==> config.mk <==
export PLATFORM = sky130hd
export DESIGN_NAME = icache_top
export DESIGN_NICKNAME = d
export VERILOG_FILES = /design/src/rtl/icache_pkg.sv /design/src/rtl/icache_data_store.sv /design/src/rtl/icache_lookup.sv /design/src/rtl/icache_refill.sv /design/src/rtl/icache_top.sv
export SDC_FILE = /design/constraint.sdc
export NUM_CORES = 2
export LEC_CHECK = 0
export BUFFER_PORTS_ARGS = -buffer_cell sky130_fd_sc_hd__buf_2
export CORE_MARGIN = 5
export CORE_UTILIZATION = 55
export CTS_BUF_LIST = sky130_fd_sc_hd__clkbuf_4 sky130_fd_sc_hd__clkbuf_8
export DETAILED_ROUTE_END_ITERATION = 7
export PLACE_DENSITY = 0.71
export SLEW_MARGIN = 20
export SYNTH_ARGS = -nofsm -noshare
export SYNTH_HDL_FRONTEND = slang
export SYNTH_MEMORY_MAX_BITS = 65536
export SYNTH_SLANG_ARGS = --single-unit
export TNS_END_PERCENT = 50
==> constraint.sdc <==
create_clock -name Clk -period 9.6 [get_ports Clk]
set_clock_uncertainty 0.1 [all_clocks]
set_input_delay 1.92 -clock Clk [delete_from_list [all_inputs] [get_ports Clk]]
set_output_delay 1.92 -clock Clk [all_outputs]
set_load 0.03 [all_outputs]
==> src/rtl/icache_pkg.sv <==
package icache_pkg;

    // Cache geometry
    localparam int NUM_SETS          = 8;
    localparam int NUM_WAYS          = 4;
    localparam int BLOCK_WORDS       = 4;
    localparam int WORD_OFFSET_BITS  = 2;
    localparam int BLOCK_OFFSET_BITS = $clog2(BLOCK_WORDS);
    localparam int SET_BITS          = $clog2(NUM_SETS);
    localparam int TAG_BITS          = 32 - SET_BITS - BLOCK_OFFSET_BITS - WORD_OFFSET_BITS;

    typedef logic [31:0]                  addr_t;
    typedef logic [31:0]                  word_t;
    typedef logic [TAG_BITS-1:0]          tag_t;
    typedef logic [SET_BITS-1:0]          set_idx_t;
    typedef logic [$clog2(NUM_WAYS)-1:0]  way_idx_t;
    typedef logic [BLOCK_OFFSET_BITS-1:0] word_off_t;

    // Extra bit so the count can reach BLOCK_WORDS
    typedef logic [BLOCK_OFFSET_BITS:0]   beat_cnt_t;

    // Fetch address without the byte-in-word bits
    typedef struct packed {
        tag_t      tag;
        set_idx_t  set;
        word_off_t offset;
    } fetch_addr_t;

    // One whole-block write into tag, valid and data arrays
    typedef struct packed {
        logic                     valid;
        set_idx_t                 set;
        way_idx_t                 way;
        tag_t                     tag;
        word_t [BLOCK_WORDS-1:0]  words;
    } refill_wr_t;

    typedef enum logic [1:0] {
        IDLE,
        REQUEST,
        COLLECT,
        WRITE
    } refill_state_e;

endpackage

==> src/rtl/icache_data_store.sv <==
`timescale 1ns/1ns

module icache_data_store (
    input  logic                    Clk,
    input  logic                    rst,
    input  logic                    read_enable,
    input  logic                    hit,
    input  logic                    busy,
    input  icache_pkg::fetch_addr_t fetch_addr,
    input  icache_pkg::way_idx_t    hit_way,
    input  icache_pkg::refill_wr_t  refill_wr,
    input  icache_pkg::word_t       critical_word,
    input  logic                    refill_done,
    output icache_pkg::word_t       instruction,
    output logic                    ready
);
    import icache_pkg::*;

    // One whole block per entry
    word_t [BLOCK_WORDS-1:0] data_array [NUM_SETS][NUM_WAYS];

    logic  hit_accept;
    word_t hit_word;

    assign hit_accept = read_enable && hit && !busy;
    assign hit_word   = data_array[fetch_addr.set][hit_way][fetch_addr.offset];

    always_ff @(posedge Clk) begin
        if (refill_wr.valid) begin
            data_array[refill_wr.set][refill_wr.way] <= refill_wr.words;
        end
    end

    always_ff @(posedge Clk) begin
        if (rst) begin
            ready <= 1'b0;
        end else begin
            ready <= hit_accept || refill_done;
        end
    end

    // Holds the last response between pulses
    always_ff @(posedge Clk) begin
        if (refill_done) begin
            instruction <= critical_word;
        end else if (hit_accept) begin
            instruction <= hit_word;
        end
    end

endmodule

==> src/rtl/icache_lookup.sv <==
`timescale 1ns/1ns

module icache_lookup (
    input  logic                    Clk,
    input  logic                    rst,
    input  icache_pkg::addr_t       read_address,
    input  icache_pkg::refill_wr_t  refill_wr,
    output icache_pkg::fetch_addr_t fetch_addr,
    output logic                    hit,
    output icache_pkg::way_idx_t    hit_way,
    output icache_pkg::way_idx_t    victim_way
);
    import icache_pkg::*;

    tag_t                tag_array   [NUM_SETS][NUM_WAYS];
    logic [NUM_WAYS-1:0] valid_array [NUM_SETS];
    way_idx_t            rr_ptr      [NUM_SETS];

    logic [NUM_WAYS-1:0] set_valid;
    logic [NUM_WAYS-1:0] way_match;

    // Tag, set and word offset in address order
    assign fetch_addr = read_address[31:WORD_OFFSET_BITS];

    assign set_valid = valid_array[fetch_addr.set];

    always_comb begin
        for (int w = 0; w < NUM_WAYS; w++) begin
            way_match[w] = set_valid[w] && (tag_array[fetch_addr.set][w] == fetch_addr.tag);
        end
    end

    assign hit = |way_match;

    // At most one way matches, scan order only matters for X-free output
    always_comb begin
        hit_way = '0;
        for (int w = NUM_WAYS - 1; w >= 0; w--) begin
            if (way_match[w]) begin
                hit_way = way_idx_t'(w);
            end
        end
    end

    // Lowest invalid way, else the round-robin pointer
    always_comb begin
        victim_way = rr_ptr[fetch_addr.set];
        for (int w = NUM_WAYS - 1; w >= 0; w--) begin
            if (!set_valid[w]) begin
                victim_way = way_idx_t'(w);
            end
        end
    end

    always_ff @(posedge Clk) begin
        if (rst) begin
            for (int s = 0; s < NUM_SETS; s++) begin
                valid_array[s] <= '0;
                rr_ptr[s]      <= '0;
            end
        end else if (refill_wr.valid) begin
            valid_array[refill_wr.set][refill_wr.way] <= 1'b1;
            // Pointer moves on every fill, invalid way or not
            rr_ptr[refill_wr.set] <= way_idx_t'(rr_ptr[refill_wr.set] + 1'b1);
        end
    end

    always_ff @(posedge Clk) begin
        if (refill_wr.valid) begin
            tag_array[refill_wr.set][refill_wr.way] <= refill_wr.tag;
        end
    end

endmodule

==> src/rtl/icache_refill.sv <==
`timescale 1ns/1ns

module icache_refill (
    input  logic                    Clk,
    input  logic                    rst,
    input  logic                    read_enable,
    input  logic                    hit,
    input  icache_pkg::fetch_addr_t fetch_addr,
    input  icache_pkg::way_idx_t    victim_way,
    input  icache_pkg::word_t       mem_data_in,
    input  logic                    mem_data_ready,
    output logic                    busy,
    output icache_pkg::addr_t       mem_read_address,
    output logic                    mem_read_request,
    output icache_pkg::refill_wr_t  refill_wr,
    output icache_pkg::word_t       critical_word,
    output logic                    refill_done
);
    import icache_pkg::*;

    refill_state_e           state;
    fetch_addr_t             miss_addr;
    way_idx_t                miss_way;
    beat_cnt_t               beat_cnt;
    word_t [BLOCK_WORDS-1:0] block_buf;

    logic miss_accept;
    logic collecting;
    logic last_beat;

    assign miss_accept = read_enable && !hit && (state == IDLE);

    // Beats are taken as soon as the request is out
    assign collecting = (state == REQUEST) || (state == COLLECT);
    assign last_beat  = collecting && mem_data_ready
                        && (beat_cnt == beat_cnt_t'(BLOCK_WORDS - 1));

    always_ff @(posedge Clk) begin
        if (rst) begin
            state            <= IDLE;
            busy             <= 1'b0;
            mem_read_request <= 1'b0;
            beat_cnt         <= '0;
        end else begin
            case (state)
                IDLE: begin
                    if (miss_accept) begin
                        state            <= REQUEST;
                        busy             <= 1'b1;
                        mem_read_request <= 1'b1;
                        beat_cnt         <= '0;
                    end
                end
                REQUEST, COLLECT: begin
                    if (mem_data_ready) begin
                        beat_cnt <= beat_cnt + 1'b1;
                    end
                    if (last_beat) begin
                        state            <= WRITE;
                        mem_read_request <= 1'b0;
                    end else begin
                        state <= COLLECT;
                    end
                end
                WRITE: begin
                    // Arrays and response register update on this edge
                    state <= IDLE;
                    busy  <= 1'b0;
                end
                default: begin
                    state <= IDLE;
                end
            endcase
        end
    end

    // Miss context, held for the whole refill
    always_ff @(posedge Clk) begin
        if (miss_accept) begin
            miss_addr        <= fetch_addr;
            miss_way         <= victim_way;
            mem_read_address <= {fetch_addr.tag, fetch_addr.set,
                                 {(BLOCK_OFFSET_BITS + WORD_OFFSET_BITS){1'b0}}};
        end
    end

    // Controller returns beats in address order
    always_ff @(posedge Clk) begin
        if (collecting && mem_data_ready) begin
            block_buf[beat_cnt[BLOCK_OFFSET_BITS-1:0]] <= mem_data_in;
        end
    end

    assign refill_done = (state == WRITE);

    assign refill_wr.valid = refill_done;
    assign refill_wr.set   = miss_addr.set;
    assign refill_wr.way   = miss_way;
    assign refill_wr.tag   = miss_addr.tag;
    assign refill_wr.words = block_buf;

    assign critical_word = block_buf[miss_addr.offset];

endmodule

==> src/rtl/icache_top.sv <==
`timescale 1ns/1ns

module icache_top (
    input  logic              Clk,
    input  logic              rst,
    input  logic              ReadEnable,
    input  icache_pkg::addr_t ReadAddress,
    output icache_pkg::word_t Instruction,
    output logic              Ready,
    output logic              Busy,
    output icache_pkg::addr_t MemReadAddress,
    output logic              MemReadRequest,
    input  icache_pkg::word_t MemDataIn,
    input  logic              MemDataReady
);
    import icache_pkg::*;

    fetch_addr_t fetch_addr;
    logic        hit;
    way_idx_t    hit_way;
    way_idx_t    victim_way;
    refill_wr_t  refill_wr;
    word_t       critical_word;
    logic        refill_done;

    icache_lookup u_lookup (
        .Clk          (Clk),
        .rst          (rst),
        .read_address (ReadAddress),
        .refill_wr    (refill_wr),
        .fetch_addr   (fetch_addr),
        .hit          (hit),
        .hit_way      (hit_way),
        .victim_way   (victim_way)
    );

    icache_refill u_refill (
        .Clk              (Clk),
        .rst              (rst),
        .read_enable      (ReadEnable),
        .hit              (hit),
        .fetch_addr       (fetch_addr),
        .victim_way       (victim_way),
        .mem_data_in      (MemDataIn),
        .mem_data_ready   (MemDataReady),
        .busy             (Busy),
        .mem_read_address (MemReadAddress),
        .mem_read_request (MemReadRequest),
        .refill_wr        (refill_wr),
        .critical_word    (critical_word),
        .refill_done      (refill_done)
    );

    icache_data_store u_data_store (
        .Clk           (Clk),
        .rst           (rst),
        .read_enable   (ReadEnable),
        .hit           (hit),
        .busy          (Busy),
        .fetch_addr    (fetch_addr),
        .hit_way       (hit_way),
        .refill_wr     (refill_wr),
        .critical_word (critical_word),
        .refill_done   (refill_done),
        .instruction   (Instruction),
        .ready         (Ready)
    );

endmodule

## After elaboration in Yosys (flattened, before gate mapping)

Memory sizes are Yosys's and may differ from the RTL's. A register that Yosys moved wholly into a read port is not among the register bits.
Index checks and enable logic that the tools add are counted.

- Reductions and logical operators: 29
- Muxes and demuxes: 50
- $add $sub $neg: 2
- Equality and inequality tests: 11
- Bitwise operators: 2
- Magnitude comparators: 9

Operators with widths:

| kind | number |
|---|---|
| 512-bit 2-to-1 mux | 1 |
| 128-bit 2-to-1 mux | 3 |
| 128-bit binary-select mux with 2-bit select | 1 |
| 128-bit demux with 2-bit select | 1 |
| 32-bit 2-to-1 mux | 5 |
| 32-bit binary-select mux with 2-bit select | 2 |
| 128-bit bitwise mux | 1 |
| 25-bit == test | 4 |
| 100-bit 2-to-1 mux | 1 |
| 32-bit demux with 2-bit select | 1 |
| 25-bit demux with 2-bit select | 1 |
| 25-bit 2-to-1 mux | 1 |
| 2-bit 2-to-1 mux | 8 |
| 3-bit 2-to-1 mux | 5 |
| 1-bit logical AND | 13 |
| 2-bit by 3-bit less-than comparator with 1-bit output, second input constant | 4 |
| 4-bit 2-to-1 mux | 3 |
| 1-bit 2-to-1 mux | 11 |
| 4-bit OR reduction | 2 |
| 3-bit >= comparator, second input constant | 2 |
| 2-bit NOT with 3-bit output | 2 |
| 2-bit one-hot mux with 3 select lines | 1 |
| 3-bit one-hot mux with 2 select lines | 1 |
| 3-bit AND reduction | 2 |
| other kinds (17) | 27 |

- Word-level logic and storage cells: 123
- Input port bits: 68
- Bits in registers: 228
- Memories kept: 4
- Bits in writable memories: 4944
- Output and inout port bits: 67

Memories:

| name | words | bits a word | rd ports | clocked after memory_dff | wr ports | RTL line | RTL |
|---|---|---|---|---|---|---|---|
| u_data_store.data_array | 8 | 512 | 1 | 0 | 1 | icache_data_store.sv:20 | `word_t [BLOCK_WORDS-1:0] data_array [NUM_SETS][NUM_WAYS];` |
| u_lookup.tag_array | 8 | 100 | 1 | 0 | 1 | icache_lookup.sv:15 | `tag_t tag_array [NUM_SETS][NUM_WAYS];` |
| u_lookup.valid_array | 8 | 4 | 1 | 0 | 8 | icache_lookup.sv:16 | `logic [NUM_WAYS-1:0] valid_array [NUM_SETS];` |
| u_lookup.rr_ptr | 8 | 2 | 2 | 1 | 8 | icache_lookup.sv:17 | `way_idx_t rr_ptr [NUM_SETS];` |

## Depth between registers and ports, before layout

An unclocked memory read counts as a cell.

- Depth in word-level cells: 15
- Mapped depth: 22
- Depth with buffers taken out: 12

## Modules after synthesis

From an unflattened synthesis, not the netlist that was laid out.

- Cells, all modules: 9239
- Area total of the unflattened synthesis: 198599.2 um^2

By module, submodules not included:

| module | instances | cells an instance | seq. area each (um^2) | area an instance (um^2) |
|---|---|---|---|---|
| icache_data_store | 1 | 7187 | 123978.9 | 157996.5 |
| icache_lookup | 1 | 1731 | 25144.1 | 34018.9 |
| icache_refill | 1 | 321 | 4944.7 | 6583.8 |

## Least setup slack after synthesis

OpenSTA, ideal clock, no wires.

- Path type: flip-flop to flip-flop
- From: register u_refill.state[0]
- To: memory u_data_store.data_array[3][384] (netlist bit), enable pin
- Path slack: 1.332 ns
- Stages on the path, launching flop included: 6
- Path buffers: 1
- Library setup time: 0.670 ns
- Required time: 8.830 ns
- Period minus slack after synthesis: 8.268 ns
- Data arrival time: 7.498 ns
- Path through: dfxtp_1 > ha_1 > inv_1 > or3_1 > clkbuf_1 > nor2_1

- Longest elaborated chain between the ends: 3

Ends and longest elaborated chain:

| element | RTL line | RTL |
|---|---|---|
| start, declared | icache_refill.sv:21 | `refill_state_e state;` |
| start signal, assigned | icache_refill.sv:40 | `state <= IDLE;` |
| start signal, assigned | icache_refill.sv:48 | `state <= REQUEST;` |
| start signal, assigned | icache_refill.sv:59 | `state <= WRITE;` |
| 2-bit == test | icache_refill.sv:94 | `assign refill_done = (state == WRITE);` |
| 1-bit 2-to-1 mux | icache_data_store.sv:29 | `if (refill_wr.valid) begin` |
| 512-bit 2-to-1 mux (implied by the code) | icache_data_store.sv:30 | `data_array[refill_wr.set][refill_wr.way] <= refill_wr.words;` |
| end, declared | icache_data_store.sv:20 |  |

No other way between the ends.

## Final worst setup path

- From: input port ReadAddress[4]
- To: register u_data_store.instruction[16], data pin

- Longest elaborated chain between the ends: 15
- Elaborated cells between the ends (all ways): 23
- Those cells by class: 4 x eq/ne; 11 x mux; 1 x bitwise; 4 x reduce/logical; 3 x memory

Ends and longest elaborated chain:

| element | RTL line | RTL |
|---|---|---|
| start, declared | icache_top.sv:7 | `input icache_pkg::addr_t ReadAddress,` |
| memory 8 x 100 bit | - |  |
| 25-bit == test | icache_lookup.sv:29 | `way_match[w] = set_valid[w] && (tag_array[fetch_addr.set][w] == fetch_addr.tag);` |
| 1-bit logical AND | icache_lookup.sv:29 |  |
| 2-bit 2-to-1 mux (4 in series) | icache_lookup.sv:39 | `if (way_match[w]) begin` |
| 2-bit NOT with 3-bit output (implied by the code) | icache_data_store.sv:26 | `assign hit_word = data_array[fetch_addr.set][hit_way][fetch_addr.offset];` |
| 128-bit binary-select mux with 2-bit select * | icache_data_store.sv:26 |  |
| 128-bit 2-to-1 mux (implied by the code) * (2 in series) | icache_data_store.sv:26 |  |
| 32-bit binary-select mux with 2-bit select * | icache_data_store.sv:26 |  |
| 32-bit 2-to-1 mux (implied by the code) * | icache_data_store.sv:26 |  |
| 32-bit 2-to-1 mux * | icache_data_store.sv:46 | `end else if (hit_accept) begin` |
| 32-bit 2-to-1 mux * | icache_data_store.sv:44 | `if (refill_done) begin` |
| end signal, assigned | icache_data_store.sv:45 | `instruction <= critical_word;` |
| end signal, assigned | icache_data_store.sv:47 | `instruction <= hit_word;` |
| end, declared | icache_data_store.sv:14 | `output icache_pkg::word_t instruction,` |

Every way passes the cells marked *; elsewhere a longest branch is shown, timed or not. The select of a mux whose other input is x is not followed.
A chain may end at the register's enable or synchronous reset.

==> impl_results.md <==
- Crit. End Element: flop
- Launch point of the worst hold path: u_lookup.valid_array[3][2]
- Global route overflow: 0
- Post-CTS Hold Buffers: 0
- Synth Register Bits: 5,147
- Final Util: 61.49%
- Most Frequent Cell on Critical Path: buf_4
- Slew @ Worst Pin: 1.206 ns
- Core area: 359,200 um2
- Top FF cell, synth: edfxtp_1
- Worst setup SP type: input pin
- Clk_lat worst skew: 1.24 ns
- RSZ-0062 raised after global routing: no
- Worst EP arrival: 8.38 ns
- CP Cell Sequence: buf_12 > buf_4 > mux4_2 > mux2i_1 > xnor2_1 > a2111oi_0 > nand4_1 > nor3_4 > a211oi_4 > or3_2 > inv_2 > buf_4 > a211oi_1 > o211ai_1 > o311a_1
- R2R setup slack: 3.61 ns
- CTS Buf Count: 775
- Largest net degree at the start of global routing: 139
- M1 GR Usage: 39.45%
- DRT iter0 DRCs: 15,383
- Busiest grt layer: met2
- Cells after Synth: 8,892
- Final min period: 7.434 ns
- Max-cap violations: 0
- Hold path endpoint: u_lookup.valid_array[3][2]
- Htree depth: 6
- VDD IR max: 149.7 uV
- Num ports: 135
- Sink Count: 5,147
- DRT Wirelength: 540.4 mm
- R2R Path Start: u_lookup.tag_array[7][38]
- Setup TNS: 0 ns
- Post-Syn Area: 198,400 um2
- GR Util All Layers: 28.75%
- WHS Path Cells: 2
- Met2 Use GR: 45.38%
- Vias in the first global route: 101,367
- Initial Util: 55.23%
- Max Root-Sink Buffers: 4
- Global-route wire length before repair: 758.8 mm
- DRC violations left: 0
- YS warnings: 0
- Cts repair resizes: 0
- Layout area overhead: 11.33%
- Pleak: 0.06942 uW
- Port bufs: 128
- DP Wirelength: 271.8 mm
- R2R depth: 13
- Vias per inst: 6.730
- Register area share after synthesis: 77.68%
- Nets: 9,646
- Final WS setup: 2.166 ns
- Worst-path fanout max: 85
- CP Class: input pin to flop
- Average cell area after synthesis: 22.31 um2
- CP max-delay cell: inv_2
- Max-slew violations: 0
- Final Cycle Share: 77.44%
- Clock root buffer: clkbuf_8
- Die Footprint: 372,800 um2
- Critical Path RT: 10.55 ns
- Number of iterations in the first detailed-routing pass: 8
- Ys async rst share: 0%
- WP buf/inv: 4
- Final-report hold violation count: 0
- Pwr Density: 207.8 nW/um2
- Clk pin slew, worst setup/hold paths: 0.06 ns
- Postcts setup bufs: 0
- Rows: 220
- Die Span X: 610.6 um
- Met3 Track Usage GR: 5.970%
- Cell variety after synth: 75
- Worst slack, placed: 1.096 ns
- DR vias: 100,990
- Routed len/inst: 36.01 um
- TritonCTS clock tree: done
- Status: complete, no violations
- Global placement routability congestion: 0.9478
- Number of synthesized flops with an enable pin: 5,104
- CP peak stage delay: 0.73 ns
- CP delay by family, top: buffers and inverters
- Die Y: 610.6 um
- Initial antenna violation count: 46
- Worst rel slew slack: 19.62%
- Min-Delay Path Class: flop to flop
- Fmax: 134.5 MHz
- Power after layout: 45,890 uW
- Filler Cell Count: 23,974
- Antenna viol nets, final: 0
- Worst R2R End: u_data_store.instruction[16]
- Share of cells above drive strength 1: 30.58%
- Final setup violation count: 0
per-layer routing:
metal  up-vias  part of all wire, %
met4        14                  4.5
met2      7292                   48
met5         -                0.021
met1     53407                   36
li1      39113                    -
met3      1164                   11
worst register-to-register path, stage by stage (launching register included):
cell,delay [ns]
edfxtp_1,0.36
mux4_2,0.48
mux2i_1,0.25
xor2_1,0.46
nand4_1,0.13
or4b_1,0.47
or4_1,0.83
a211oi_4,0.69
or3_4,0.72
buf_12,0.36
a21oi_1,0.10
a211oi_1,0.39
o211ai_1,0.19
o311a_1,0.17
registers in the layout (all words and copies together) (netlist names), named ones only:
register	cells
u_data_store.instruction	32
u_refill.beat_cnt	3
u_data_store.data_array	4096
u_lookup.valid_array	32
u_refill.miss_way	2
u_lookup.rr_ptr	16
u_refill.busy	1
u_refill.refill_wr	154
u_data_store.ready	1
u_refill.mem_read_address	2
u_lookup.tag_array	800
u_refill.mem_read_request	1
u_refill.state	2
u_refill.miss_addr	2
cells by family (layout without fill, tap and decap cells):
group           after synthesis  after routing  share of synthesized area, %
compound gates              591            591                         2.083
buf+inv                     533           1817                         1.309
mux                        1769           1769                         16.64
fa+ha+maj                     7              7                       0.04414
other cells                   1             59                      0.001890
simple gates                789            789                         1.998
flops                      5147           5147                         77.68
xor+xnor                     55             55                        0.2428
cell usage in the layout (no fill, tap or decap), types with 62 or more instances in the layout:
cell type / synthesis / layout
clkinv_2: 0 / 92
mux4_2: 1197 / 1197
buf_4: 67 / 222
nor3_1: 64 / 64
clkinv_1: 0 / 204
o21ai_0: 151 / 151
nand2_1: 209 / 202
and3_1: 70 / 66
clkbuf_4: 0 / 231
mux2_2: 241 / 241
nand3_1: 111 / 111
nor2_1: 143 / 107
clkbuf_8: 0 / 787
mux2i_1: 312 / 312
buf_2: 59 / 124
o221ai_1: 62 / 62
edfxtp_1: 5104 / 5104
cell type report:
class / count / area [um2] / share of cell area, %
Antenna cell: 55 / 137.6 / 0.06231
Clock buffer: 1018 / 12570 / 5.689
Clock inverter: 367 / 2391 / 1.083
Inverter: 20 / 76.32 / 0.03455
Multi-Input combinational cell: 3215 / 42060 / 19.04
Sequential cell: 5147 / 154100 / 69.78
Tap cell: 4773 / 5972 / 2.704
Timing Repair Buffer: 412 / 3543 / 1.604
per-stage QoR:
step | instances | instance area (um2) | hold slack (ns)
final | 15007 | 220900 | 0.3738
after global routing | 14996 | 220800 | 0.3846
after floorplan | 8895 | 198400 | 0.3348
after CTS | 14941 | 220600 | 0.3717
after global placement | 13554 | 205600 | 0.3460
after detailed placement | 13556 | 205600 | 0.3578
cells in the mapped netlist, drive strengths merged, types with 7 or more instances:
master | n | area, um2
edfxtp | 5104 | 153300
mux4 | 1197 | 26960
clkbuf | 328 | 1231
mux2i | 312 | 3123
mux2 | 260 | 2928
nand2 | 210 | 795.8
buf | 185 | 1290
o21ai | 166 | 830.8
nor2 | 144 | 556.8
nand3 | 111 | 555.5
and3 | 70 | 437.9
nor3 | 66 | 352.8
o221ai | 62 | 543.0
a22oi | 56 | 420.4
a211oi | 49 | 380.4
a21oi | 44 | 231.5
nand2b | 44 | 275.3
dfxtp | 43 | 860.8
o22ai | 40 | 250.2
xnor2 | 32 | 280.3
o211ai | 31 | 232.7
nand4 | 30 | 187.7
o22a | 30 | 262.8
o311a | 30 | 300.3
nor4 | 27 | 168.9
xor2 | 23 | 201.4
inv | 20 | 75.07
nor2b | 17 | 106.4
or3 | 17 | 106.4
o21a | 16 | 120.1
nand3b | 11 | 82.58
a221oi | 10 | 87.58
a21o | 8 | 60.06
a21boi | 7 | 52.55
a31oi | 7 | 43.79
ha | 7 | 87.58
where the power goes:
| part | internal [uW] | switching (uW) | total [uW] | leakage (uW) |
|---|---|---|---|---|
| Clock | 9030 | 8410 | 17400 | 0.00789 |
| Combinational | 916 | 1580 | 2500 | 0.0153 |
| Sequential | 25400 | 580 | 26000 | 0.0463 |
worst max path at each step:
stage,from,endpoint,depth (start not counted)
3_3_place_gp,ReadAddress[4],u_data_store.instruction[5],15
2_1_floorplan,u_refill.state[0],u_data_store.data_array[3][384],5
5_1_grt,ReadAddress[4],u_data_store.instruction[16],15
3_5_place_dp,ReadAddress[4],u_data_store.instruction[5],15
4_1_cts,ReadAddress[4],u_data_store.instruction[5],15
6_report,ReadAddress[4],u_data_store.instruction[16],15
Note: power is estimated with default switching activity, not from simulation.
